### src/local_mem_pkg.sv
// Local-memory package
// Geometry of the single bank and the number of clients sharing it
`default_nettype none

package local_mem_pkg;

    // Bank is 256 words of 16 bits
    localparam int LMEM_ADDR_W = 8;
    localparam int LMEM_DATA_W = 16;
    localparam int LMEM_DEPTH  = 256;

    // A fill runs at most 63 words
    localparam int FILL_COUNT_W = 6;

    // Client 0 is the access port, client 1 the fill engine
    localparam int NUM_MEM_CLIENTS = 2;

endpackage

`default_nettype wire

### src/local_mem_bank.sv
// Local-memory bank
// Single-port array with synchronous write and registered read
`timescale 1ns/10ps
`default_nettype none

module local_mem_bank
(
    input  logic                                  ccip_to_afu,
    input  logic                                  bank_en,
    input  logic                                  bank_we,
    input  logic [local_mem_pkg::LMEM_ADDR_W-1:0] bank_addr,
    input  logic [local_mem_pkg::LMEM_DATA_W-1:0] bank_wdata,
    output logic [local_mem_pkg::LMEM_DATA_W-1:0] bank_rdata
);
    import local_mem_pkg::*;

    // Contents are undefined until written
    logic [LMEM_DATA_W-1:0] mem [LMEM_DEPTH];

    // One operation per enabled cycle, read data follows a cycle later
    always_ff @(posedge ccip_to_afu)
    begin
        if (bank_en)
        begin
            if (bank_we)
            begin
                mem[bank_addr] <= bank_wdata;
            end
            else
            begin
                bank_rdata <= mem[bank_addr];
            end
        end
    end

endmodule

`default_nettype wire

### config.mk
export PLATFORM = sky130hd
export DESIGN_NAME = local_mem_bank
export DESIGN_NICKNAME = d
export VERILOG_FILES = /design/src/local_mem_pkg.sv /design/src/local_mem_bank.sv
export SDC_FILE = /design/constraint.sdc
export NUM_CORES = 2
export LEC_CHECK = 0
export BUFFER_PORTS_ARGS = -buffer_cell sky130_fd_sc_hd__buf_4
export CAP_MARGIN = 20
export CORE_MARGIN = 2
export CORE_UTILIZATION = 42
export DETAILED_ROUTE_END_ITERATION = 10
export SETUP_SLACK_MARGIN = 0.4
export SLEW_MARGIN = 20
export SYNTH_ARGS = -nofsm -noshare
export SYNTH_HDL_FRONTEND = slang
export SYNTH_SLANG_ARGS = --single-unit
### constraint.sdc
create_clock -name ccip_to_afu -period 6.9 [get_ports ccip_to_afu]
set_input_delay 0.69 -clock ccip_to_afu [delete_from_list [all_inputs] [get_ports ccip_to_afu]]
set_output_delay 0.69 -clock ccip_to_afu [all_outputs]
set_load 0.02 [all_outputs]
* After elaboration in Yosys (flattened, before gate mapping)
Memory sizes are Yosys's and may differ from the RTL's. A register that Yosys moved wholly into a read port is not among the register bits.
Cells that the tools add are included.
** Operators by class
- Reductions and logical operators :: 1
- Bitwise logic cells :: 1
- Multiplexer cells :: 3
** Operators by type and width (number)
- two-way mux 1 bit :: 3
- AND reduction 2 bit :: 1
- NOT 1 bit :: 1
** Word-level totals
- Bits of input ports :: 27
- Register bits :: 0
- Memory bits (writable) :: 4096
- Memories kept :: 1
- Output and inout bits :: 16
- Word-level logic and storage cells :: 6
** Memory list
- mem :: depth 256, bits a word 16, read ports 1, clocked after Yosys merged registers in 1, wr ports 1, RTL line local_mem_bank.sv:18 : logic [LMEM_DATA_W-1:0] mem [LMEM_DEPTH];

* Depth between registers and ports, before layout
- Depth in word-level cells :: 3
- Gate-level depth with buffers :: 8
- Depth with buffers taken out :: 5

* Least setup slack after synthesis
OpenSTA, ideal clock, no wires.
- Path type :: input-to-reg
- From :: input bank_addr[1] in the netlist's numbering
- To :: memory mem[114][0] (enable)
- Arrival time :: 2.884 ns
- Buffers on the path :: 4
- Library setup time :: 0.388 ns
- Stages on the path :: 7
- Setup slack :: 3.628 ns
- Cell sequence :: clkbuf_1 > buf_2 > buf_2 > nor3b_1 > nand2_1 > clkbuf_1 > nor2_1
** RTL lines
- start: declaration :: RTL line local_mem_bank.sv:11 : input logic [local_mem_pkg::LMEM_ADDR_W-1:0] bank_addr,
- end: declaration :: RTL line local_mem_bank.sv:18
Straight into the memory's write port.

==> summary.md <==
In this run the tightest slew margin relative to its limit is 10.5%. The H-tree depth was 5; the starting density of the core was 42.1%. The congestion estimate from routability-driven global placement came to 0.804.

The most common cell after layout, fill and taps aside is edfxtp_1. Dividing the detail-routed via count by the number of cells gives 6.01. The average cell area after synthesis came out at 23.2 um2. Power spread over the standard cell area amounts to 289 nW/um2.

For this run, the slowest stage of the critical path takes 1.05 ns. After floorplanning, the core was divided into 223 placement rows. The run gives 571 mm as the wire length of the first global-routing pass. For the layout net count, the log shows 7190. For this run the aggregate overflow at the end of global routing stands at 0.

The slowest library cell on the worst path was o41ai_1. The later pin in the worst-skew pair is clocked with a latency of 0.98 ns. The clock passes through at most 4 buffers. For the total of cells resized after clock tree synthesis, the log shows 0. For the finished layout, the period the worst path requires is 3.99 ns. The tools report the highest attainable clock frequency as 251 MHz. For met3 alone, demand over resource in global routing was 4.03%. The logs give 20 for the number of distinct standard cells referenced by the synthesized netlist and 0.000251 V for the worst ir drop on vdd. Of all nets on the critical path, the largest fanout is 76.

The final route contains 74200 vias. The critical path is of the primary input to flop type. The core region is 368000 um2. Measured along the y axis, the die boundary spans 612 um. In the global route stage, met2 resource usage came out at 34.3%.

The data required time of the critical path is 7.55 ns, and the period utilization is 57.8%. The number of cells on the worst reg-to-reg path is 5. The number of nets in the synthesized netlist is 6732, and the slew at the pin closest to its max-slew limit is 1.34 ns. Once detail routing completed, the nets flagged for antenna violations numbered 0.

The first-pass detailed-route iteration total came out at 5. Cells fill 48.1% of the core in the end. In the routed design, unresolved DRC markers number 0.

The tools report the die area as 374000 um2. The tools report the worst clock skew as 0.0463 ns. The number of flip-flops and latches in the synthesized netlist came out at 4112. The design draws 0.0513 W.

For the count of final hold-check violations, the log shows 0. Input and output buffers added on the ports amount to 42. The final routed wirelength across all metal layers came out at 404 mm. The most repeated library cell on the critical path is buf_4. The logs give 230 mm for the total half-perimeter wirelength after legalization and detailed placement and 0 for the count of hold-fix buffers inserted at cts. The min-delay analysis places its worst path in the category primary input to flop.

Entering global routing, the biggest net connects 197 pins. The tree built by TritonCTS fans out to 4112 sinks. The logs give 0 for the number of max-slew violations in the final report and 0 for the total setup violations reported at the end of the flow.

The flow ran to the end, and the final reports show no timing, DRC or antenna violations. Setup repair after global routing left no endpoint under its margin. Most used routing layer: met2.

The library cells used most frequently in the layout, excluding fill and tap cells, are edfxtp_1 (4112), mux4_2 (1024), a22oi_1 (512). The critical path data arrival time is 4.64 ns, and the number of global-route vias before repair is 74400. The tools report the gate count of the mapped netlist as 6705.

The tools report the number of buffers created by CTS as 407. Summed over all cells, the static leakage comes to 54.1 nW. For the setup fix buffers added after clock tree synthesis, the log shows 0.

In the global route stage, overall resource usage came out at 21.4%. After routing, the total negative slack on setup checks comes to 0 ns. STA classifies the critical path endpoint as a flop. The tools report the type of element launching the critical path as a primary input. For the met1 capacity usage during global routing, the log shows 30.0%. The tools report the reported max-cap violation count as 0.

The horizontal die dimension was 612 um. Clock-pin slew was measured on the worst setup and hold paths at 0.06 ns. The mean routed wirelength per cell was 32.7 um.

The tools report the root buffer selected by CTS as clkbuf_16. For the starting DRC count in detailed routing, the log shows 9047. The setup slack after placement is 1.75 ns, and the portion of the post-synthesis area used by sequential elements is 79.5%. TritonCTS built the clock tree. The area growth from synthesis to layout is 14.1%. The number of antenna violations at the first check in global routing was 16. In the final layout, the share of cells above drive strength 1 is 28.3%. The signal on the critical path passes through buf_8, buf_4, buf_4, mux4_2, a22oi_1, a21oi_1, o41ai_1, buf_4, nand4_1.

The number of I/O pins is 43. The cell count of the worst hold path was 1. The count of synthesis-stage warnings from yosys came out at 0.

The worst path meets setup with 2.91 ns of slack. After synthesis the cells add up to 155000 um2.
==> cell type report <==
class | count | area [um2]
timing repair buffer | 461 | 4100
clock buffer | 502 | 10600
multi-input combinational | 2181 | 30600
clock inverter | 232 | 2190
antenna | 15 | 37.5
fill | 29300 | 191000
tap | 4837 | 6050
sequential | 4112 | 123000
==> cell usage after synthesis (all sizes together) <==
| library cell | number | area share, % |
|---|---|---|
| edfxtp | 4112 | 80 |
| mux4 | 1024 | 15 |
| a22oi | 512 | 2.5 |
| clkbuf | 268 | 0.65 |
| nor2 | 259 | 0.63 |
| a21oi | 256 | 0.83 |
| buf | 144 | 0.45 |
| o41ai | 64 | 0.36 |
| nand2 | 30 | 0.073 |
| nand4 | 16 | 0.064 |
| nor2b | 7 | 0.028 |
| nand3 | 4 | 0.013 |
| and2 | 2 | 0.0081 |
| nand2b | 2 | 0.0081 |
| nor3b | 2 | 0.0097 |
| and4 | 1 | 0.0056 |
| nor3 | 1 | 0.0032 |
| or2 | 1 | 0.0040 |
==> state kept, by name (all words and copies together), names as in the netlist <==
register    flops
mem          4096
bank_rdata     16
==> report_power, final <==
| part | leakage [nW] | switching (W) | total [W] | internal [W] |
|---|---|---|---|---|
| clock | 6.21 | 0.00940 | 0.0214 | 0.0120 |
| sequential | 37.0 | 0.0000195 | 0.0275 | 0.0275 |
| combinational | 10.9 | 0.00150 | 0.00227 | 0.000767 |
==> logic make-up after synthesis <==
group                  after synthesis  share of synthesized area (%)
AO/OA/AOI/OAI                      832                           3.66
buffers and inverters              412                           1.10
multiplexers                      1024                           14.9
flip-flops                        4112                           79.5
AND/OR/NAND/NOR                    325                          0.843
==> worst max-delay path: cells and delay by family <==
kind,cells,cell delay [ns]
mux,1,0.37
simple gates,1,0.09
buf+inv,4,1.92
compound gates,3,1.48
==> metrics by stage <==
step,hold WS (ns),instance area [um2],instances
finish,0.105,177000,12300
global route,0.0916,177000,12300
CTS,0.0527,177000,12300
detailed placement,1.01,164000,11600
global placement,1.03,164000,11600
floorplan,0.789,155000,6705
==> routing by layer <==
layer  share of wire, %  wire length [um]
met5             0.0032                13
met4                2.9             11600
met3                8.6             34500
met2                 49            196000
met1                 40            162000
==> final timing paths <==
path	start	to	slack [ns]
max	bank_addr[1]	bank_rdata[3]$_DFFE_PP_	2.91
min	bank_wdata[6]	mem[118][6]$_DFFE_PP_	0.11
max reg2reg	mem[143][2]$_DFFE_PP_	bank_rdata[2]$_DFFE_PP_	3.74
min reg2reg	mem[146][10]$_DFFE_PP_	bank_rdata[10]$_DFFE_PP_	1.02
(Power assumes the default switching activity.)
