$ cat src/local_mem_pkg.sv
// Local-memory package
// Geometry of the single bank and the number of clients sharing it
`default_nettype none

package local_mem_pkg;

    // Bank is 256 words of 16 bits
    localparam int LMEM_ADDR_W = 8;
    localparam int LMEM_DATA_W = 16;
    localparam int LMEM_DEPTH  = 256;

    // A fill runs at most 63 words
    localparam int FILL_COUNT_W = 6;

    // Client 0 is the access port, client 1 the fill engine
    localparam int NUM_MEM_CLIENTS = 2;

endpackage

`default_nettype wire

$ cat src/mem_access_port.sv
// Memory access port
// Turns one four-phase access into a single arbitrated read or write
`timescale 1ns/10ps
`default_nettype none

module mem_access_port
(
    input  logic                                  ccip_to_afu,
    input  logic                                  arst_n,
    input  logic                                  acc_req,
    input  logic                                  acc_we,
    input  logic [local_mem_pkg::LMEM_ADDR_W-1:0] acc_addr,
    input  logic [local_mem_pkg::LMEM_DATA_W-1:0] acc_wdata,
    output logic                                  acc_ack,
    output logic [local_mem_pkg::LMEM_DATA_W-1:0] acc_rdata,
    output logic                                  mem_req,
    output logic                                  mem_we,
    output logic [local_mem_pkg::LMEM_ADDR_W-1:0] mem_addr,
    output logic [local_mem_pkg::LMEM_DATA_W-1:0] mem_wdata,
    input  logic                                  mem_gnt,
    input  logic                                  mem_rvalid,
    input  logic [local_mem_pkg::LMEM_DATA_W-1:0] mem_rdata
);
    // Read granted, data still in flight from the bank
    logic rd_wait_q;

    // The shim holds these stable for the whole access
    assign mem_we    = acc_we;
    assign mem_addr  = acc_addr;
    assign mem_wdata = acc_wdata;

    always_ff @(posedge ccip_to_afu or negedge arst_n)
    begin
        if (!arst_n)
        begin
            mem_req   <= 1'b0;
            rd_wait_q <= 1'b0;
            acc_ack   <= 1'b0;
        end
        else if (acc_ack)
        begin
            // Hold the ack until the shim lets go of its request
            if (!acc_req)
            begin
                acc_ack <= 1'b0;
            end
        end
        else if (mem_req)
        begin
            // The grant cycle is the bank cycle, a write is done right here
            if (mem_gnt)
            begin
                mem_req   <= 1'b0;
                rd_wait_q <= !acc_we;
                acc_ack   <= acc_we;
            end
        end
        else if (rd_wait_q)
        begin
            if (mem_rvalid)
            begin
                rd_wait_q <= 1'b0;
                acc_ack   <= 1'b1;
            end
        end
        else if (acc_req)
        begin
            mem_req <= 1'b1;
        end
    end

    // Read data lands one cycle after the grant
    always_ff @(posedge ccip_to_afu)
    begin
        if (mem_rvalid)
        begin
            acc_rdata <= mem_rdata;
        end
    end

endmodule

`default_nettype wire

$ cat config.mk
export PLATFORM = sky130hd
export DESIGN_NAME = mem_access_port
export DESIGN_NICKNAME = d
export VERILOG_FILES = /design/src/local_mem_pkg.sv /design/src/mem_access_port.sv
export SDC_FILE = /design/constraint.sdc
export NUM_CORES = 1
export LEC_CHECK = 0
export ABC_AREA = 0
export BUFFER_PORTS_ARGS = -buffer_cell sky130_fd_sc_hd__buf_4
export CORE_MARGIN = 1
export CORE_UTILIZATION = 30
export CTS_BUF_LIST = sky130_fd_sc_hd__clkbuf_16
export CTS_CLUSTER_SIZE = 24
export DETAILED_ROUTE_END_ITERATION = 16
export GPL_TIMING_DRIVEN = 0
export PLACE_DENSITY_LB_ADDON = 0.05
export SLEW_MARGIN = 25
export SYNTH_ARGS = -nofsm -noshare
export SYNTH_HDL_FRONTEND = slang
export SYNTH_SLANG_ARGS = --single-unit
$ cat constraint.sdc
create_clock -name ccip_to_afu -period 1.2 [get_ports ccip_to_afu]
set_clock_uncertainty 0.2 [all_clocks]
set_input_delay 0 -clock ccip_to_afu [delete_from_list [all_inputs] [get_ports ccip_to_afu]]
set_output_delay 0 -clock ccip_to_afu [all_outputs]
set_load 0.03 [all_outputs]
Yosys cells after proc, flatten, opt, wreduce, memory -nomap -nowiden
Cells that the tools add are included.

word-level totals
  word-level logic and storage cells = 21
  output and inout port bits = 43
  register bits = 19
  input port bits = 46

cells by class
  reduce and logical (&&, ||, !) cells = 2
  bitwise operators = 1
  equality and inequality tests = 1
  mux-type cells = 13

operators by type and width
  kind                                                                      number
  1-bit two-way mux                                                         13
  2-bit by 1-bit inequality test with 1-bit output (second input constant)  1
  2-bit AND reduction                                                       1
  1-bit zero test                                                           1
  1-bit inverter                                                            1

Longest topological paths before layout
  depth after elaboration = 4
  gate-level depth with buffers = 2
  depth with buffers taken out = 2

Least setup slack after synthesis
OpenSTA, ideal clock, no wires.

  kind = reg2reg
  from = register acc_ack
  to = register rd_wait_q
  stages on the path, launching flop included = 3
  arrival time = 1.012 ns
  period minus slack after synthesis = 1.336 ns
  setup slack = -0.136 ns
  cells stage by stage = dfrtp_1 and4bb_1 a211o_1

on the way
  cells in the longest elaborated chain, start to end = 2

RTL lines
  what                                  RTL line               source
  start, declared                       mem_access_port.sv:14  output logic acc_ack,
  start signal, assigned                mem_access_port.sv:55  acc_ack <= acc_we;
  1-bit inverter (no source line)       n/a
  2-bit AND reduction (no source line)  n/a
  end signal, assigned                  mem_access_port.sv:54  rd_wait_q <= !acc_we;
  end, declared                         mem_access_port.sv:25  logic rd_wait_q;

Every way passes these cells.
A chain may end at the register's enable or synchronous reset.

Worst setup path in the final report
  from = register mem_req
  to = register rd_wait_q

on the way
  cells in the longest elaborated chain, start to end = 2
  elaborated cells on any way between the ends = 3
  those cells by class = 1 x eq/ne; 1 x mux; 1 x reduce/logical

RTL lines
  what                                                               RTL line               source
  start, declared                                                    mem_access_port.sv:16  output logic mem_req,
  start signal, assigned                                             mem_access_port.sv:36  mem_req <= 1'b0;
  start signal, assigned                                             mem_access_port.sv:53  mem_req <= 1'b0;
  start signal, assigned                                             mem_access_port.sv:68  mem_req <= 1'b1;
  2-bit by 1-bit inequality test with 1-bit output (no source line)  n/a
  2-bit AND reduction (no source line)                               n/a

Several ways; a longest one is shown, not always the timed one.

==> results.json <==
{
  "fin_crit_sh_pct": 99.4,
  "cap_violations": 0,
  "seqPwrFrac_pct": 39.8,
  "cp.arrival_ns": 1.12,
  "fin_hold_ws_ns": -0.0587,
  "swShare_pct": 28.9,
  "finalCriticalPeriod_ns": 1.19,
  "p_per_area_nw_per_um2": 1390,
  "finalSetupViolCount": 0,
  "hold_path.class": "in2reg",
  "drive_above_1_share_pct": 65.3,
  "failed_checks": "hold timing",
  "hold_viol_final": 17,
  "p_switching_uw": 656,
  "firstDrtPassIters": 2,
  "syn-num-nets": 101,
  "setup_tns_ns": 0,
  "nNetsFinal": 191,
  "num_rows": 18,
  "start_util_pct": 32.5,
  "grt_pass1_vias": 614,
  "reg2reg_to": "rd_wait_q$_DFFE_PN0P_",
  "routed_wl_um": 1830,
  "clkTransAtPathRegs_ns": 0.05,
  "critical_path_buf_inv_count": 0,
  "postCtsSetupRepairBufs": 0,
  "p_int_mw": 1.61,
  "drc": 0,
  "reg2reg_from": "mem_req$_DFFE_PN0N_",
  "cts_max_path_buffers": 2,
  "drtIter0Drc": 1,
  "drv_slew": 0,
  "outcome": "finished with violations",
  "avgSynthCellArea_um2": 15.1,
  "insertion_delay_ns": 0.24,
  "grt_pass1_wl_um": 2500,
  "crit_family": "flip-flops",
  "slowest_stage": "dfrtp_2",
  "antenna_found_initial": 0,
  "crit_fanout": 8,
  "cp-start-kind": "register",
  "avgViaCountPerCell": 4.23,
  "cts_buffers": 3,
  "core_um2": 2540,
  "worst_pin_slew_ns": 0.298,
  "syn_area_um2": 828,
  "die_area_um2": 2980,
  "ir_drop_mv": 0.842,
  "routedWlPerCell_um": 10.5,
  "power.static_leakage_nw": 0.793,
  "dp.final_hpwl_um": 1380,
  "rsz0062_at_grt": "yes",
  "clock-sinks": 19,
  "grt_max_degree": 19,
  "gp_congestion": 0.626,
  "yosysSeqAreaShare_pct": 67.1,
  "overflow": 0,
  "h-tree-depth": 1,
  "syn_to_final_growth_pct": 97.7,
  "crit_chain": "and3b_1 > a211o_1",
  "critPathKind": "reg2reg",
  "critical_path_depth": 2,
  "netlist_instances": 55,
  "ff2ff_path_depth": 2,
  "p_comb_share_pct": 31.5,
  "hold_path_depth": 1,
  "synthDistinctLibCells": 13,
  "die_w_um": 54.5,
  "num_antenna_cells": 0,
  "min_to": "acc_rdata[5]$_DFFE_PP_",
  "holdBufCountCts": 21,
  "setup_ws_ns": 0.00690,
  "fmax_mhz": 838,
  "cts_tree": "built",
  "crit_required_ns": 1.13,
  "endpoint_kind": "register",
  "postRouteAntennaNets": 0,
  "cts-root-buf": "clkbuf_16",
  "ys.warnings.count": 0,
  "clkPwrFrac_pct": 28.7,
  "synth-seq-cells": 19,
  "crit_path_max_incr_delay_ns": 0.44,
  "finalPower_mw": 2.27,
  "rrSetupSlack_ns": 0.007,
  "vias": 736,
  "ios": 89,
  "portBuffers": 64,
  "grt_util_all_layers_pct": 12.4,
  "die_h_um": 54.5,
  "min-delay-start": "mem_rvalid",
  "dpl_worst_slack_ns": 0.0116,
  "slew-limit-headroom_pct": 79.8
}
==> what timing repair did <==
| action | in CTS | in global routing |
|---|---|---|
| resized for setup | 0 | 0 |
| endpoints found under the hold margin | 38 | 16 |
| endpoints found under the setup margin | 0 | 2 |
==> worst max-delay path by stage <==
| stage | from | end | slack, ns |
|---|---|---|---|
| floorplan | mem_req$_DFFE_PN0N_ | rd_wait_q$_DFFE_PN0P_ | -0.04 |
| global placement | mem_req$_DFFE_PN0N_ | rd_wait_q$_DFFE_PN0P_ | 0.02 |
| detailed placement | mem_req$_DFFE_PN0N_ | rd_wait_q$_DFFE_PN0P_ | 0.01 |
| CTS | mem_req$_DFFE_PN0N_ | rd_wait_q$_DFFE_PN0P_ | 0.004 |
| global route | mem_req$_DFFE_PN0N_ | rd_wait_q$_DFFE_PN0P_ | -0.03 |
| finish | mem_req$_DFFE_PN0N_ | rd_wait_q$_DFFE_PN0P_ | 0.007 |
==> area by class of cell <==
cell class / count / area (um2)
Multi-Input combinational cell: 11 / 85.1
Timing Repair Buffer: 85 / 691
Clock inverter: 1 / 3.75
Clock buffer: 3 / 75.1
Fill cell: 206 / 907
Sequential cell: 19 / 558
Tap cell: 30 / 37.5
Buffer: 25 / 188
==> registers in the layout, indices dropped and copies added, names as in the netlist <==
register,flops
acc_ack,1
acc_rdata,16
mem_req,1
rd_wait_q,1
==> cells in the mapped netlist <==
master    instances  area [um2]
dfrtp_1           3        75.1
buf_4            25         188
nor4b_1           1        8.76
o21bai_1          1        7.51
a211o_1           1        8.76
nand2_1           2        7.51
nand4b_1          1        8.76
o311ai_0          1        8.76
and4bb_1          1        12.5
nand2b_1          1        6.26
a21o_1            1        7.51
edfxtp_1         16         480
and3b_1           1        8.76
==> cell families after synthesis <==
| logic type | after synthesis | share of synthesized area, % |
|---|---|---|
| and+or+nand+nor | 7 | 6.35 |
| buffers and inverters | 25 | 22.7 |
| DFF | 19 | 67.1 |
| AOI/OAI and AO/OA | 4 | 3.93 |
==> cell usage in the layout (no fill, tap or decap) <==
master	instances
nand2b_1	1
edfxtp_1	16
o311ai_0	1
buf_4	89
a211o_1	1
clkbuf_16	3
a21o_1	1
nand2_1	2
and3b_1	1
dlygate4sd3_1	21
inv_1	1
nand4b_1	1
dfrtp_2	2
and4bb_1	1
o21bai_1	1
nor4b_1	1
dfrtp_1	1
==> per-layer routing <==
metal | part of all wire, % | track usage [%]
met1 | 35 | 13.1
met2 | 53 | 22.0
met3 | 11 | 3.89
met4 | 0.55 | 6.41
met5 | 0 | 0
==> power by group through the flow <==
| stage | registers, mW | logic [mW] | clock network (mW) |
|---|---|---|---|
| floorplan | 1.06 | 0.246 | 0 |
| global placement | 0.907 | 0.656 | 0 |
| detailed placement | 0.913 | 0.665 | 0 |
| CTS | 0.900 | 0.719 | 0.679 |
| global route | 0.920 | 0.762 | 0.700 |
| finish | 0.902 | 0.715 | 0.652 |
==> metrics by stage <==
stage	std cells	instance area (um2)	util (%)
6_report	174	1640	64.4
3_3_place_gp	149	1350	53.0
4_1_cts	174	1640	64.4
3_5_place_dp	149	1350	53.0
5_1_grt	174	1640	64.4
2_1_floorplan	55	831	-
(Power assumes the default switching activity.)
