===== src/host_cmd_pkg.sv =====
// Host command package
// Describes the 32-bit command word and the two ways the shim decodes it
`default_nettype none

package host_cmd_pkg;

    // Width of one host command word
    localparam int HOST_CMD_W = 32;

    // Operation codes, code 3 is never issued by the host
    typedef enum logic [1:0]
    {
        OP_READ  = 2'd0,
        OP_WRITE = 2'd1,
        OP_FILL  = 2'd2
    } t_host_op;

    // Single-word read or write. The reserved field pads the word to full width
    typedef struct packed
    {
        t_host_op               op;
        logic [HOST_CMD_W-27:0] rsvd;
        logic [7:0]             addr;
        logic [15:0]            data;
    } t_mem_access;

    // Background fill of count words starting at base
    typedef struct packed
    {
        t_host_op    op;
        logic [5:0]  count;
        logic [7:0]  base;
        logic [15:0] pattern;
    } t_fill_cmd;

    // Op sits at the top of both views and picks which one applies
    typedef union packed
    {
        t_mem_access acc;
        t_fill_cmd   fill;
    } t_host_cmd;

    // Shim FSM encodings
    localparam logic [1:0] SHIM_IDLE     = 2'd0;
    localparam logic [1:0] SHIM_DISPATCH = 2'd1;
    localparam logic [1:0] SHIM_RESPOND  = 2'd2;
    localparam logic [1:0] SHIM_RELEASE  = 2'd3;

endpackage

`default_nettype wire


===== src/local_mem_pkg.sv =====
// Local-memory package
// Geometry of the single bank and the number of clients sharing it
`default_nettype none

package local_mem_pkg;

    // Bank is 256 words of 16 bits
    localparam int LMEM_ADDR_W = 8;
    localparam int LMEM_DATA_W = 16;
    localparam int LMEM_DEPTH  = 256;

    // A fill runs at most 63 words
    localparam int FILL_COUNT_W = 6;

    // Client 0 is the access port, client 1 the fill engine
    localparam int NUM_MEM_CLIENTS = 2;

endpackage

`default_nettype wire


===== src/platform_shim.sv =====
// Platform shim
// Ends the host four-phase link, decodes each command word and hands it
// to the access port or the fill engine over their own four-phase links
`timescale 1ns/10ps
`default_nettype none

module platform_shim
(
    input  logic                                    ccip_to_afu,
    input  logic                                    arst_n,
    input  logic                                    cmd_req,
    input  host_cmd_pkg::t_host_cmd                 cmd_word,
    output logic                                    cmd_ack,
    output logic [local_mem_pkg::LMEM_DATA_W-1:0]   rsp_data,
    output logic                                    acc_req,
    output logic                                    acc_we,
    output logic [local_mem_pkg::LMEM_ADDR_W-1:0]   acc_addr,
    output logic [local_mem_pkg::LMEM_DATA_W-1:0]   acc_wdata,
    input  logic                                    acc_ack,
    input  logic [local_mem_pkg::LMEM_DATA_W-1:0]   acc_rdata,
    output logic                                    fill_req,
    output logic [local_mem_pkg::LMEM_ADDR_W-1:0]   fill_base,
    output logic [local_mem_pkg::FILL_COUNT_W-1:0]  fill_count,
    output logic [local_mem_pkg::LMEM_DATA_W-1:0]   fill_pattern,
    input  logic                                    fill_ack
);
    import host_cmd_pkg::*;

    logic [1:0] state_q;
    t_host_cmd  cmd_q;
    logic       is_fill;
    logic       client_ack;

    // ==================================================
    // Command decode
    // ==================================================

    // The op field is common to both views of the latched word
    assign is_fill    = (cmd_q.acc.op == OP_FILL);
    assign client_ack = is_fill ? fill_ack : acc_ack;

    // Access view
    assign acc_we    = (cmd_q.acc.op == OP_WRITE);
    assign acc_addr  = cmd_q.acc.addr;
    assign acc_wdata = cmd_q.acc.data;

    // Fill view of the same bits
    assign fill_base    = cmd_q.fill.base;
    assign fill_count   = cmd_q.fill.count;
    assign fill_pattern = cmd_q.fill.pattern;

    // Word is captured once, as the request is accepted
    always_ff @(posedge ccip_to_afu)
    begin
        if (state_q == SHIM_IDLE && cmd_req)
        begin
            cmd_q <= cmd_word;
        end
    end

    // ==================================================
    // Handshake FSM
    // ==================================================

    always_ff @(posedge ccip_to_afu or negedge arst_n)
    begin
        if (!arst_n)
        begin
            state_q  <= SHIM_IDLE;
            cmd_ack  <= 1'b0;
            acc_req  <= 1'b0;
            fill_req <= 1'b0;
            rsp_data <= '0;
        end
        else
        begin
            case (state_q)
                SHIM_IDLE:
                begin
                    // Back in idle the host has already dropped its last request,
                    // so a high cmd_req here is always a fresh command
                    if (cmd_req)
                    begin
                        acc_req  <= (cmd_word.acc.op != OP_FILL);
                        fill_req <= (cmd_word.acc.op == OP_FILL);
                        state_q  <= SHIM_DISPATCH;
                    end
                end
                SHIM_DISPATCH:
                begin
                    // Client done, so release it and answer the host
                    if (client_ack)
                    begin
                        acc_req  <= 1'b0;
                        fill_req <= 1'b0;
                        cmd_ack  <= 1'b1;
                        rsp_data <= (cmd_q.acc.op == OP_READ) ? acc_rdata : '0;
                        state_q  <= SHIM_RESPOND;
                    end
                end
                SHIM_RESPOND:
                begin
                    if (!cmd_req)
                    begin
                        cmd_ack <= 1'b0;
                        state_q <= SHIM_RELEASE;
                    end
                end
                default:
                begin
                    // Wait for the client to close its own four-phase cycle
                    if (!client_ack)
                    begin
                        state_q <= SHIM_IDLE;
                    end
                end
            endcase
        end
    end

    // ==================================================
    // Checks
    // ==================================================

    // The host must still have been requesting at the edge that raised the answer
    ack_needs_req: assert property (@(posedge ccip_to_afu) disable iff (!arst_n)
        $rose(cmd_ack) |-> $past(cmd_req));

    // Op code 3 has no meaning and must never reach the dispatcher
    no_bad_op: assert property (@(posedge ccip_to_afu) disable iff (!arst_n)
        (state_q == SHIM_IDLE && cmd_req) |-> (cmd_word.acc.op != 2'd3));

endmodule

`default_nettype wire


===== config.mk =====
export PLATFORM = sky130hd
export DESIGN_NAME = platform_shim
export DESIGN_NICKNAME = d
export VERILOG_FILES = /design/src/host_cmd_pkg.sv /design/src/local_mem_pkg.sv /design/src/platform_shim.sv
export SDC_FILE = /design/constraint.sdc
export NUM_CORES = 1
export LEC_CHECK = 0
export BUFFER_PORTS_ARGS = -buffer_cell sky130_fd_sc_hd__buf_2
export CAP_MARGIN = 20
export CORE_ASPECT_RATIO = 0.9
export CORE_MARGIN = 1
export CORE_UTILIZATION = 35
export CTS_BUF_LIST = sky130_fd_sc_hd__clkbuf_8
export CTS_CLUSTER_DIAMETER = 40
export CTS_CLUSTER_SIZE = 8
export DETAILED_ROUTE_END_ITERATION = 7
export GPL_TIMING_DRIVEN = 0
export PLACE_DENSITY_LB_ADDON = 0.1
export SLEW_MARGIN = 15
export SYNTH_ARGS = -nofsm -noshare
export SYNTH_HDL_FRONTEND = slang
export SYNTH_SLANG_ARGS = --single-unit

===== constraint.sdc =====
create_clock -name ccip_to_afu -period 3.6 [get_ports ccip_to_afu]
set_clock_uncertainty 0.2 [all_clocks]
set_input_delay 0.36 -clock ccip_to_afu [delete_from_list [all_inputs] [get_ports ccip_to_afu]]
set_output_delay 0.36 -clock ccip_to_afu [all_outputs]
set_load 0.05 [all_outputs]

* After elaboration in Yosys (flattened, before gate mapping)
Cells that the tools add are included.
** Word-level totals
- Register bits :: 53
- Output and inout bits :: 74
- Word-level logic and storage cells :: 40
** Operators by class
- Equality and inequality tests :: 10
- Muxes and demuxes :: 15
- Reduce and logical (&&, ||, !) cells :: 9
** Operators by type and width (count)
- $mux 16 :: 1
- $mux 2 :: 4
- $ne 2x2->1 const B :: 4
- $eq 2x2->1 const B :: 3
- $mux 1 :: 6
- $pmux 1 s2 :: 3
- $pmux 2 s3 :: 1
- $reduce_and 3->1 :: 2
- $eq 2x1->1 const B :: 2
- $logic_not 2->1 :: 2
- $ne 4x1->1 const B :: 1
- $reduce_and 4->1 :: 1
- $reduce_bool 2->1 :: 2
- $reduce_and 2->1 :: 1
- $logic_and 1x1->1 :: 1

* Depth between registers and ports, before layout
Gate-level depths: netlist of run 1.
- Word-level depth :: 4
- Gate-level depth with buffers :: 6
- Gate-level depth less buffers :: 6

* Worst setup path before layout of run 1
No wires, ideal clock.
- Kind :: reg2reg
- Start point :: reg state_q[0]
- End point :: reg cmd_q[0] in the netlist's numbering, enable pin
- Setup time :: 0.392 ns
- Data arrival time :: 1.578 ns
- Path slack :: 1.430 ns
- Stages on the path, launching flop included :: 4
- Path buffers :: 0
- Period minus slack after synthesis :: 2.170 ns
- Cells stage by stage :: dfrtp_1 > inv_1 > ha_1 > and2_1
** On the way
- Longest elaborated chain between the ends :: 2
** Ends and longest elaborated chain
- start, declared :: line platform_shim.sv:29 : logic [1:0] state_q;
- start signal, assigned :: line platform_shim.sv:69 : state_q <= SHIM_IDLE;
- start signal, assigned :: line platform_shim.sv:86 : state_q <= SHIM_DISPATCH;
- start signal, assigned :: line platform_shim.sv:98 : state_q <= SHIM_RESPOND;
- $logic_not 2->1 :: line platform_shim.sv:55 : if (state_q == SHIM_IDLE && cmd_req)
- $logic_and 1x1->1 :: line platform_shim.sv:55
- end signal, assigned :: line platform_shim.sv:57 : cmd_q <= cmd_word;
- end, declared :: line platform_shim.sv:30 : t_host_cmd cmd_q;
No other way between the ends.
A chain may end at the register's enable or synchronous reset.

* Worst setup path in the final report of run 1
- Start point :: reg state_q[0]
- End point :: reg cmd_q[29] in the netlist's numbering, enable pin
The elaborated chain is that of the path after synthesis.

==> results_dict.tcl, run 1 <==
set metrics [dict create \
    placed_area_um2 3220 \
    placementRows 28 \
    ir_worst_vdd_mv 0.411 \
    place_hpwl_um 3800 \
    areaGrowthSynthToFinish_pct 34.8 \
    synth-edff-count 32 \
    drive_above_1_share 0.612 \
    ant_nets 0 \
    period_share 0.594 \
    dieHeight_um 81.7 \
    wirelength_um 4980 \
    outcome "finished, final reports clean" \
    crit_chain "inv_1 -> ha_1 -> and2_2" \
    synth_area_um2 2470 \
    synth_seq_cells 53 \
    firstDrtPassIters 4 \
    grt_pass1_wl_um 7700 \
    path_clk_slew_ns 0.09 \
    post_cts_buffers 0 \
    ios 127 \
    worstSkewPairLatency_ns 0.30 \
    grt_overflow 0 \
    synthArstFlopShare 0.396 \
    portBuffers 126 \
    worstMarginPinSlew_ns 0.765 \
    avgSynthCellArea_um2 12.7 \
    grt_usage 0.135 \
    synth-main-ff-cell "edfxtp_1" \
    arrival_ns 1.88 \
    path_class "register to register" \
    power.density_nw_per_um2 809 \
    syn-num-nets 252 \
    cp_slowest_stage_delay_ns 0.72 \
    setup_violations 0 \
    vias 1781 \
    yosysUniqueCellTypes 27 \
    cts.sinks 53 \
    hold_buffers 1 \
    drc 0 \
    yosysWarnings 0 \
    cpMaxStageDelayCell "and2_2" \
    crit_required_ns 3.34 \
    antenna_found_initial 0 \
    finalInstanceArea_um2 3330 \
    clockRootBuffer "clkbuf_8" \
    period_needed_ns 2.14 \
    rsz0062_at_grt "no" \
    start_util 0.369 \
    crit_path_start_kind "register" \
    avgViaCountPerCell 4.24 \
    final_hold_viol_count 0 \
    cts.path.max_buffers 2 \
    grt_max_degree 33 \
    end_kind "register" \
    final_common_cell "buf_2" \
    grt_pass1_vias 1637 \
    post_drt_wl_per_cell_um 11.9 \
    synth_top_area_frac 0.389 \
    critPathBufInv 1 \
    fmax_ghz 0.468 \
    dieArea_um2 7400 \
    synth_area_leaders "edfxtp_1 (39%), dfrtp_1 (21%), buf_4 (17%)" \
    power.leakage_nw 1.65 \
    mostFrequentLayoutCells "buf_2 (128), buf_4 (55), edfxtp_1 (32), o21ai_0 (27), dfrtp_1 (21)" \
    nets 386 \
    slew_headroom 0.490 \
    crit_fanout 32 \
    core_um2 6690 \
    htreeDepth 2 \
    cp_top_family "simple AND/OR/NAND/NOR gates" \
    die_w_um 90.6 \
    maxCapViolCount 0 \
    diodes 0 \
    setup-tns-final_ns 0 \
    yosysTopAreaCell "edfxtp_1" \
    synth_seq_area_share 0.601 \
    hold_path.class "primary input to register" \
    cts_tree "done" \
    cts_resized 0 \
    slew_viol_final 0 \
    drtIter0Drc 32 \
    cts_made_buffers 5 \
    gp_congestion 0.698 \
    netlist_instances 195 \
]
## cell type report
type / instances / area (µm²)
buffer: 58 / 434
multi-input combinational: 79 / 534
timing repair buffer: 127 / 641
tap: 90 / 113
clock inverter: 3 / 37.5
sequential: 53 / 1490
inverter: 5 / 18.8
fill: 638 / 3360
clock buffer: 5 / 68.8
## kinds of logic (layout without fill, tap and decap cells)
| kind of cell | count (synthesis) | in the layout | share of synthesized area |
|---|---|---|---|
| buffers and inverters | 63 | 198 | 0.183 |
| AOI/OAI and AO/OA | 44 | 44 | 0.106 |
| and+or+nand+nor | 26 | 26 | 0.0597 |
| muxes | 5 | 5 | 0.0294 |
| adders and majority gates | 4 | 4 | 0.0202 |
| DFF | 53 | 53 | 0.601 |
## path summary, 6_finish.rpt
kind / from / endpoint / slack, ns / depth (start not counted)
worst max-delay path: state_q[0] / cmd_q[29] / 1.46 / 3
worst min-delay path: cmd_word[5] / cmd_q[5] / 0.02 / 1
min in group asynchronous: arst_n / state_q[0] / 0.34 / 2
worst max register to register: state_q[0] / cmd_q[29] / 1.46 / 3
max in group asynchronous: arst_n / rsp_data[15] / 2.53 / 2
worst min register to register: rsp_data[13] / rsp_data[13] / 0.31 / 2
## metal layers
| metal | share of wire | vias to the layer above | GRT usage | wire length, µm |
|---|---|---|---|---|
| met4 | 0.012 | 0 | 0.0532 | 62 |
| met3 | 0.078 | 6 | 0.0454 | 390 |
| li1 | - | 884 | - | - |
| met2 | 0.49 | 74 | 0.223 | 2420 |
| met1 | 0.42 | 817 | 0.164 | 2110 |
| met5 | 0 | - | 0 | 0 |
## synth_stat cells, types with 3 or more instances
| library cell | count |
|---|---|
| inv_1 | 5 |
| a22o_1 | 3 |
| o21ai_1 | 6 |
| nand2_1 | 17 |
| ha_1 | 4 |
| dfrtp_1 | 21 |
| o21ai_0 | 27 |
| buf_4 | 55 |
| edfxtp_1 | 32 |
## per-stage QoR
stage	hold WS [ns]	std cells	power, mW	utilization	worst slack [ns]
4_1_cts	0.0125	420	2.72	0.498	1.45
6_report	0.0213	420	2.70	0.498	1.46
3_3_place_gp	0.159	411	2.31	0.481	0.999
2_1_floorplan	-0.136	195	2.02	-	1.43
3_5_place_dp	0.159	411	2.33	0.481	1.47
5_1_grt	0.000463	420	2.84	0.498	1.33
## worst reg2reg max path, delay by kind of cell (launching register included)
family	cells	cell delay [ns]
adder cells (fa/ha/maj)	1	0.32
AND/OR/NAND/NOR	1	0.72
flip-flops	1	0.42
buffers and inverters	1	0.11
## power by group
group | switching (mW) | leakage, nW | internal, mW
Sequential | 0.0875 | 0.571 | 0.832
Clock | 0.188 | 0.0570 | 0.203
Combinational | 0.984 | 1.02 | 0.401
## flip-flops by register name (all words and copies together), names as in the netlist
signal	count
cmd_q	32
rsp_data	16
cmd_ack	1
fill_req	1
state_q	2
acc_req	1
(Power assumes the default switching activity.)
==> run 2, diff against run 1 <==
Settings changed: ABC_AREA set to 1.
Clock period 3.6 ns to 2 ns, I/O delays scaled along.
==> results_dict.tcl, run 2 <==
set metrics [dict create \
    synthTopCellsByCount "buf_4 (54), nand2_1 (53), edfxtp_1 (32), dfrtp_1 (21), nand3_1 (21)" \
    mostFrequentLayoutCells "buf_2 (127), buf_4 (54), nand2_1 (53), dlygate4sd3_1 (49), edfxtp_1 (32)" \
    synth_seq_cells 53 \
    hold_path.class "primary input to register" \
    drtIter0Drc 41 \
    grt_max_degree 33 \
    rsz0062_at_grt "no" \
    period_share 0.867 \
    crit_required_ns 1.76 \
    cts.path.max_buffers 2 \
    grt_pass1_vias 1777 \
    yosysUniqueCellTypes 18 \
    die_w_um 89.3 \
    critPathBufInv 2 \
    synth_area_leaders "edfxtp_1 (40%), dfrtp_1 (22%), buf_4 (17%)" \
    yosysTopAreaCell "edfxtp_1" \
    grt_overflow 0 \
    reg.largest.list "cmd_q (32), rsp_data (16), state_q (2)" \
    areaGrowthSynthToFinish_pct 54.8 \
    gp_congestion 0.733 \
    cts.sinks 53 \
    crit_chain "inv_1 -> ha_1 -> nand2_1 -> inv_4" \
    timing.hold.ws_ns 0.0675 \
    end_kind "register" \
    placementRows 28 \
    portBuffers 126 \
    cpMaxStageDelayCell "dfrtp_1" \
    final_common_cell "buf_2" \
    drc 0 \
    cp_top_family "buffers and inverters" \
    grt_usage 0.143 \
    synth_seq_area_share 0.619 \
    cts_tree "done" \
    fmax_ghz 0.577 \
    synth-main-ff-cell "edfxtp_1" \
    htreeDepth 2 \
    wirelength_um 5130 \
    setup_violations 0 \
    synth_area_um2 2400 \
    placed_area_um2 3150 \
    dieArea_um2 7200 \
    firstDrtPassIters 4 \
    final_hold_viol_count 0 \
    worstMarginPinSlew_ns 0.522 \
    start_util 0.363 \
    crit_fanout 32 \
    arrival_ns 1.49 \
    maxCapViolCount 0 \
    synthArstFlopShare 0.396 \
    post_cts_buffers 0 \
    synth.most_common_cell "buf_4" \
    path_clk_slew_ns 0.09 \
    antenna_found_initial 0 \
    top_register "cmd_q" \
    avgViaCountPerCell 3.93 \
    clockRootBuffer "clkbuf_8" \
    nets 451 \
    vias 1906 \
    diodes 0 \
    largest_reg_flops 32 \
    yosysWarnings 0 \
    core_um2 6620 \
    avgSynthCellArea_um2 11.3 \
    netlist_instances 212 \
    place_hpwl_um 3550 \
    outcome "finished, final reports clean" \
    period_needed_ns 1.73 \
    drive_above_1_share 0.491 \
    ios 127 \
    power.leakage_nw 1.96 \
    ir_worst_vdd_mv 0.910 \
    synth-edff-count 32 \
    slew_headroom 0.651 \
    power.density_nw_per_um2 1390 \
    post_drt_wl_per_cell_um 10.6 \
    path_class "register to register" \
    slew_viol_final 0 \
    crit_path_start_kind "register" \
    ant_nets 0 \
    worstSkewPairLatency_ns 0.30 \
    cp_slowest_stage_delay_ns 0.42 \
    dieHeight_um 80.6 \
    syn-num-nets 269 \
    grt_pass1_wl_um 7710 \
    cts_made_buffers 5 \
    finalInstanceArea_um2 3720 \
    synth_top_area_frac 0.400 \
]
-- run 2: worst reg2reg max path, cell delays in order, from the launching register on --
cell and delay [ns]:
dfrtp_1 0.42, inv_1 0.09, ha_1 0.21, nand2_1 0.13
inv_4 0.33
-- run 2: final timing paths --
| check | start | endpoint | slack (ns) | depth (start not counted) |
|---|---|---|---|---|
| max | state_q[0] | cmd_q[25] | 0.27 | 4 |
| min | cmd_req | cmd_ack | 0.07 | 6 |
| max reg2reg | state_q[0] | cmd_q[25] | 0.27 | 4 |
| min reg2reg | rsp_data[12] | rsp_data[12] | 0.28 | 2 |
| max in group asynchronous | arst_n | rsp_data[13] | 1.09 | 2 |
| min in group asynchronous | arst_n | rsp_data[11] | 0.19 | 2 |
-- run 2: stage by stage --
step	setup WS (ns)	utilization	total power, mW	setup TNS [ns]	instances
after detailed placement	0.0468	0.475	4.57	0	428
after global routing	0.136	0.562	5.48	0	485
after floorplan	0.0348	-	3.97	0	212
after global placement	-0.367	0.475	4.54	-11.71	428
after CTS	0.0352	0.561	5.22	0	485
final	0.266	0.562	5.15	0	485
-- run 2: final cells by class --
cell class	count	area [µm²]
Fill cell	612	2900
Sequential cell	53	1490
Timing Repair Buffer	175	1120
Buffer	57	437
Multi-Input combinational cell	88	422
Tap cell	90	113
Clock buffer	5	68.8
Inverter	14	60.1
Clock inverter	3	11.3
-- run 2: timing repair --
action | in CTS | in global routing
setup endpoints to repair | 0 | 32
gates resized for setup | 0 | 2
hold buffers | 49 | 0
hold endpoints to repair | 69 | 0
-- run 2: metal layers --
layer	track usage	wire length (µm)	vias to the layer above
met5	0	0	-
met4	0.0476	53	0
met3	0.0442	427	7
met2	0.243	2400	88
met1	0.170	2250	817
li1	-	-	994
-- run 2: logic make-up (layout without fill, tap and decap cells) --
| kind of cell | Yosys count | count (layout) | share of synthesized area |
|---|---|---|---|
| flops | 53 | 53 | 0.619 |
| fa+ha+maj | 4 | 4 | 0.0208 |
| compound gates | 3 | 3 | 0.00625 |
| simple gates | 81 | 81 | 0.148 |
| buf+inv | 71 | 254 | 0.206 |
-- run 2: power breakdown --
| part | switching (mW) | leakage (nW) | internal (mW) |
|---|---|---|---|
| logic | 2.07 | 1.33 | 0.814 |
| registers | 0.173 | 0.577 | 1.55 |
| clock network | 0.320 | 0.0519 | 0.234 |
| total | 2.56 | 1.96 | 2.59 |
==> run 3, diff against run 2 <==
Settings changed: CORE_ASPECT_RATIO 0.9 to 1.25.
==> results_dict.tcl, run 3 (synthesis gave the netlist of run 2 again) <==
set metrics [dict create \
    arrival_ns 1.52 \
    cts_made_buffers 5 \
    cts.sinks 53 \
    avgViaCountPerCell 4.05 \
    path_clk_slew_ns 0.09 \
    post_drt_wl_per_cell_um 10.7 \
    fmax_ghz 0.566 \
    grt_overflow 0 \
    drtIter0Drc 63 \
    pwr-share-comb 0.540 \
    grt_pass1_wl_um 8620 \
    worstMarginPinSlew_ns 0.509 \
    slew_viol_final 0 \
    power.leakage_nw 1.97 \
    cts.path.max_buffers 2 \
    post_cts_buffers 0 \
    drive_above_1_share 0.496 \
    die_w_um 76.1 \
    outcome "finished, final reports clean" \
    crit_fanout 32 \
    vias 1952 \
    htreeDepth 2 \
    largest_reg_flops 32 \
    final_hold_viol_count 0 \
    wirelength_um 5160 \
    layout.cells.non_filler 482 \
    ios 127 \
    grt_pass1_vias 1918 \
    setup_violations 0 \
    p_switching_mw 2.57 \
    rsz0062_at_grt "no" \
    path_class "register to register" \
    place_hpwl_um 3380 \
    portBuffers 126 \
    timing.hold.ws_ns 0.0717 \
    diodes 0 \
    hold_path.class "primary input to register" \
    grt_usage 0.150 \
    period_share 0.884 \
    antenna_found_initial 0 \
    areaGrowthSynthToFinish_pct 56.1 \
    top_register "cmd_q" \
    internal_power_mw 2.76 \
    slew_headroom 0.660 \
    reg.largest.list "cmd_q (32), rsp_data (16), state_q (2)" \
    mostFrequentLayoutCells "buf_2 (127), buf_4 (54), nand2_1 (53), dlygate4sd3_1 (49), edfxtp_1 (32)" \
    placementRows 33 \
    reg2reg_setup_slack_ns 0.23 \
    p_seq_frac 0.322 \
    placed_cells 425 \
    grt_max_degree 33 \
    nets 451 \
    gp_congestion 0.736 \
    start_util 0.364 \
    cts_tree "done" \
    power_frac_clock 0.138 \
    drc 0 \
    crit_path_start_kind "register" \
    period_needed_ns 1.77 \
    crit_required_ns 1.76 \
    final_common_cell "buf_2" \
    end_kind "register" \
    swShare 0.482 \
    firstDrtPassIters 4 \
    core_um2 6610 \
    power.density_nw_per_um2 1420 \
    p_total_mw 5.33 \
    dieHeight_um 94.6 \
    clockRootBuffer "clkbuf_8" \
    ir_worst_vdd_mv 0.942 \
    maxCapViolCount 0 \
    dieArea_um2 7200 \
    worstSkewPairLatency_ns 0.29 \
    ant_nets 0 \
]
run 3: cell types whose count changed in the layout (fill, tap and decap cells not counted):
cell / delta
clkbuf_8: +1
bufinv_16: +1
inv_1: -2
run 3: worst max-delay path, stage by stage (launching register included):
cell and delay (ns):
dfrtp_1 0.43, inv_1 0.10, ha_1 0.21, nand2_1 0.14, inv_4 0.33
run 3: per-layer routing:
layer / vias up / GRT usage / wire [µm] / share of wire
li1: 988 / - / - / -
met1: 874 / 0.178 / 2190 / 0.42
met2: 86 / 0.273 / 2600 / 0.50
met3: 4 / 0.0329 / 324 / 0.063
met4: 0 / 0.0481 / 48 / 0.0093
met5: - / 0 / 0 / 0
run 3: worst paths after layout:
| check | startpoint | end | cells past startpoint |
|---|---|---|---|
| worst min-delay path | cmd_req | cmd_ack | 6 |
| worst max register to register | state_q[0] | cmd_q[2] | 4 |
| min in group asynchronous | arst_n | rsp_data[13] | 2 |
| worst max-delay path | state_q[0] | cmd_q[2] | 4 |
| max in group asynchronous | arst_n | fill_req | 2 |
| worst min register to register | rsp_data[2] | rsp_data[2] | 2 |
run 3: final cells by class:
| class | count | area [µm²] |
|---|---|---|
| clock buffers | 6 | 82.6 |
| multi-input cells | 88 | 422 |
| flip-flops and latches | 53 | 1490 |
| clock inverters | 2 | 33.8 |
| well taps | 87 | 109 |
| repair buffers | 175 | 1120 |
| inverters | 14 | 60.1 |
| fillers | 622 | 2860 |
| plain buffers | 57 | 437 |
run 3: power groups by stage:
| stage | logic, mW | clock network [mW] | registers, mW |
|---|---|---|---|
| floorplan | 1.57 | 0 | 2.40 |
| global placement | 2.80 | 0 | 1.74 |
| detailed placement | 2.82 | 0 | 1.73 |
| CTS | 2.89 | 0.778 | 1.72 |
| global route | 3.08 | 0.822 | 1.77 |
| finish | 2.88 | 0.733 | 1.72 |
run 3: what timing repair did:
item / in CTS / in global routing
setup endpoints to repair: 0 / 32
endpoints found under the hold margin: 70 / 0
hold buffers: 49 / 0
resized for setup: 0 / 2
run 3: per-stage QoR:
stage / util / TNS (ns) / area (µm²) / setup slack [ns]
final: 0.568 / 0 / 3750 / 0.232
after global routing: 0.568 / 0 / 3750 / 0.113
after global placement: 0.476 / -10.83 / 3140 / -0.340
after CTS: 0.567 / 0 / 3750 / 0.0292
after floorplan: - / 0 / 2400 / 0.0348
after detailed placement: 0.476 / 0 / 3140 / 0.0365
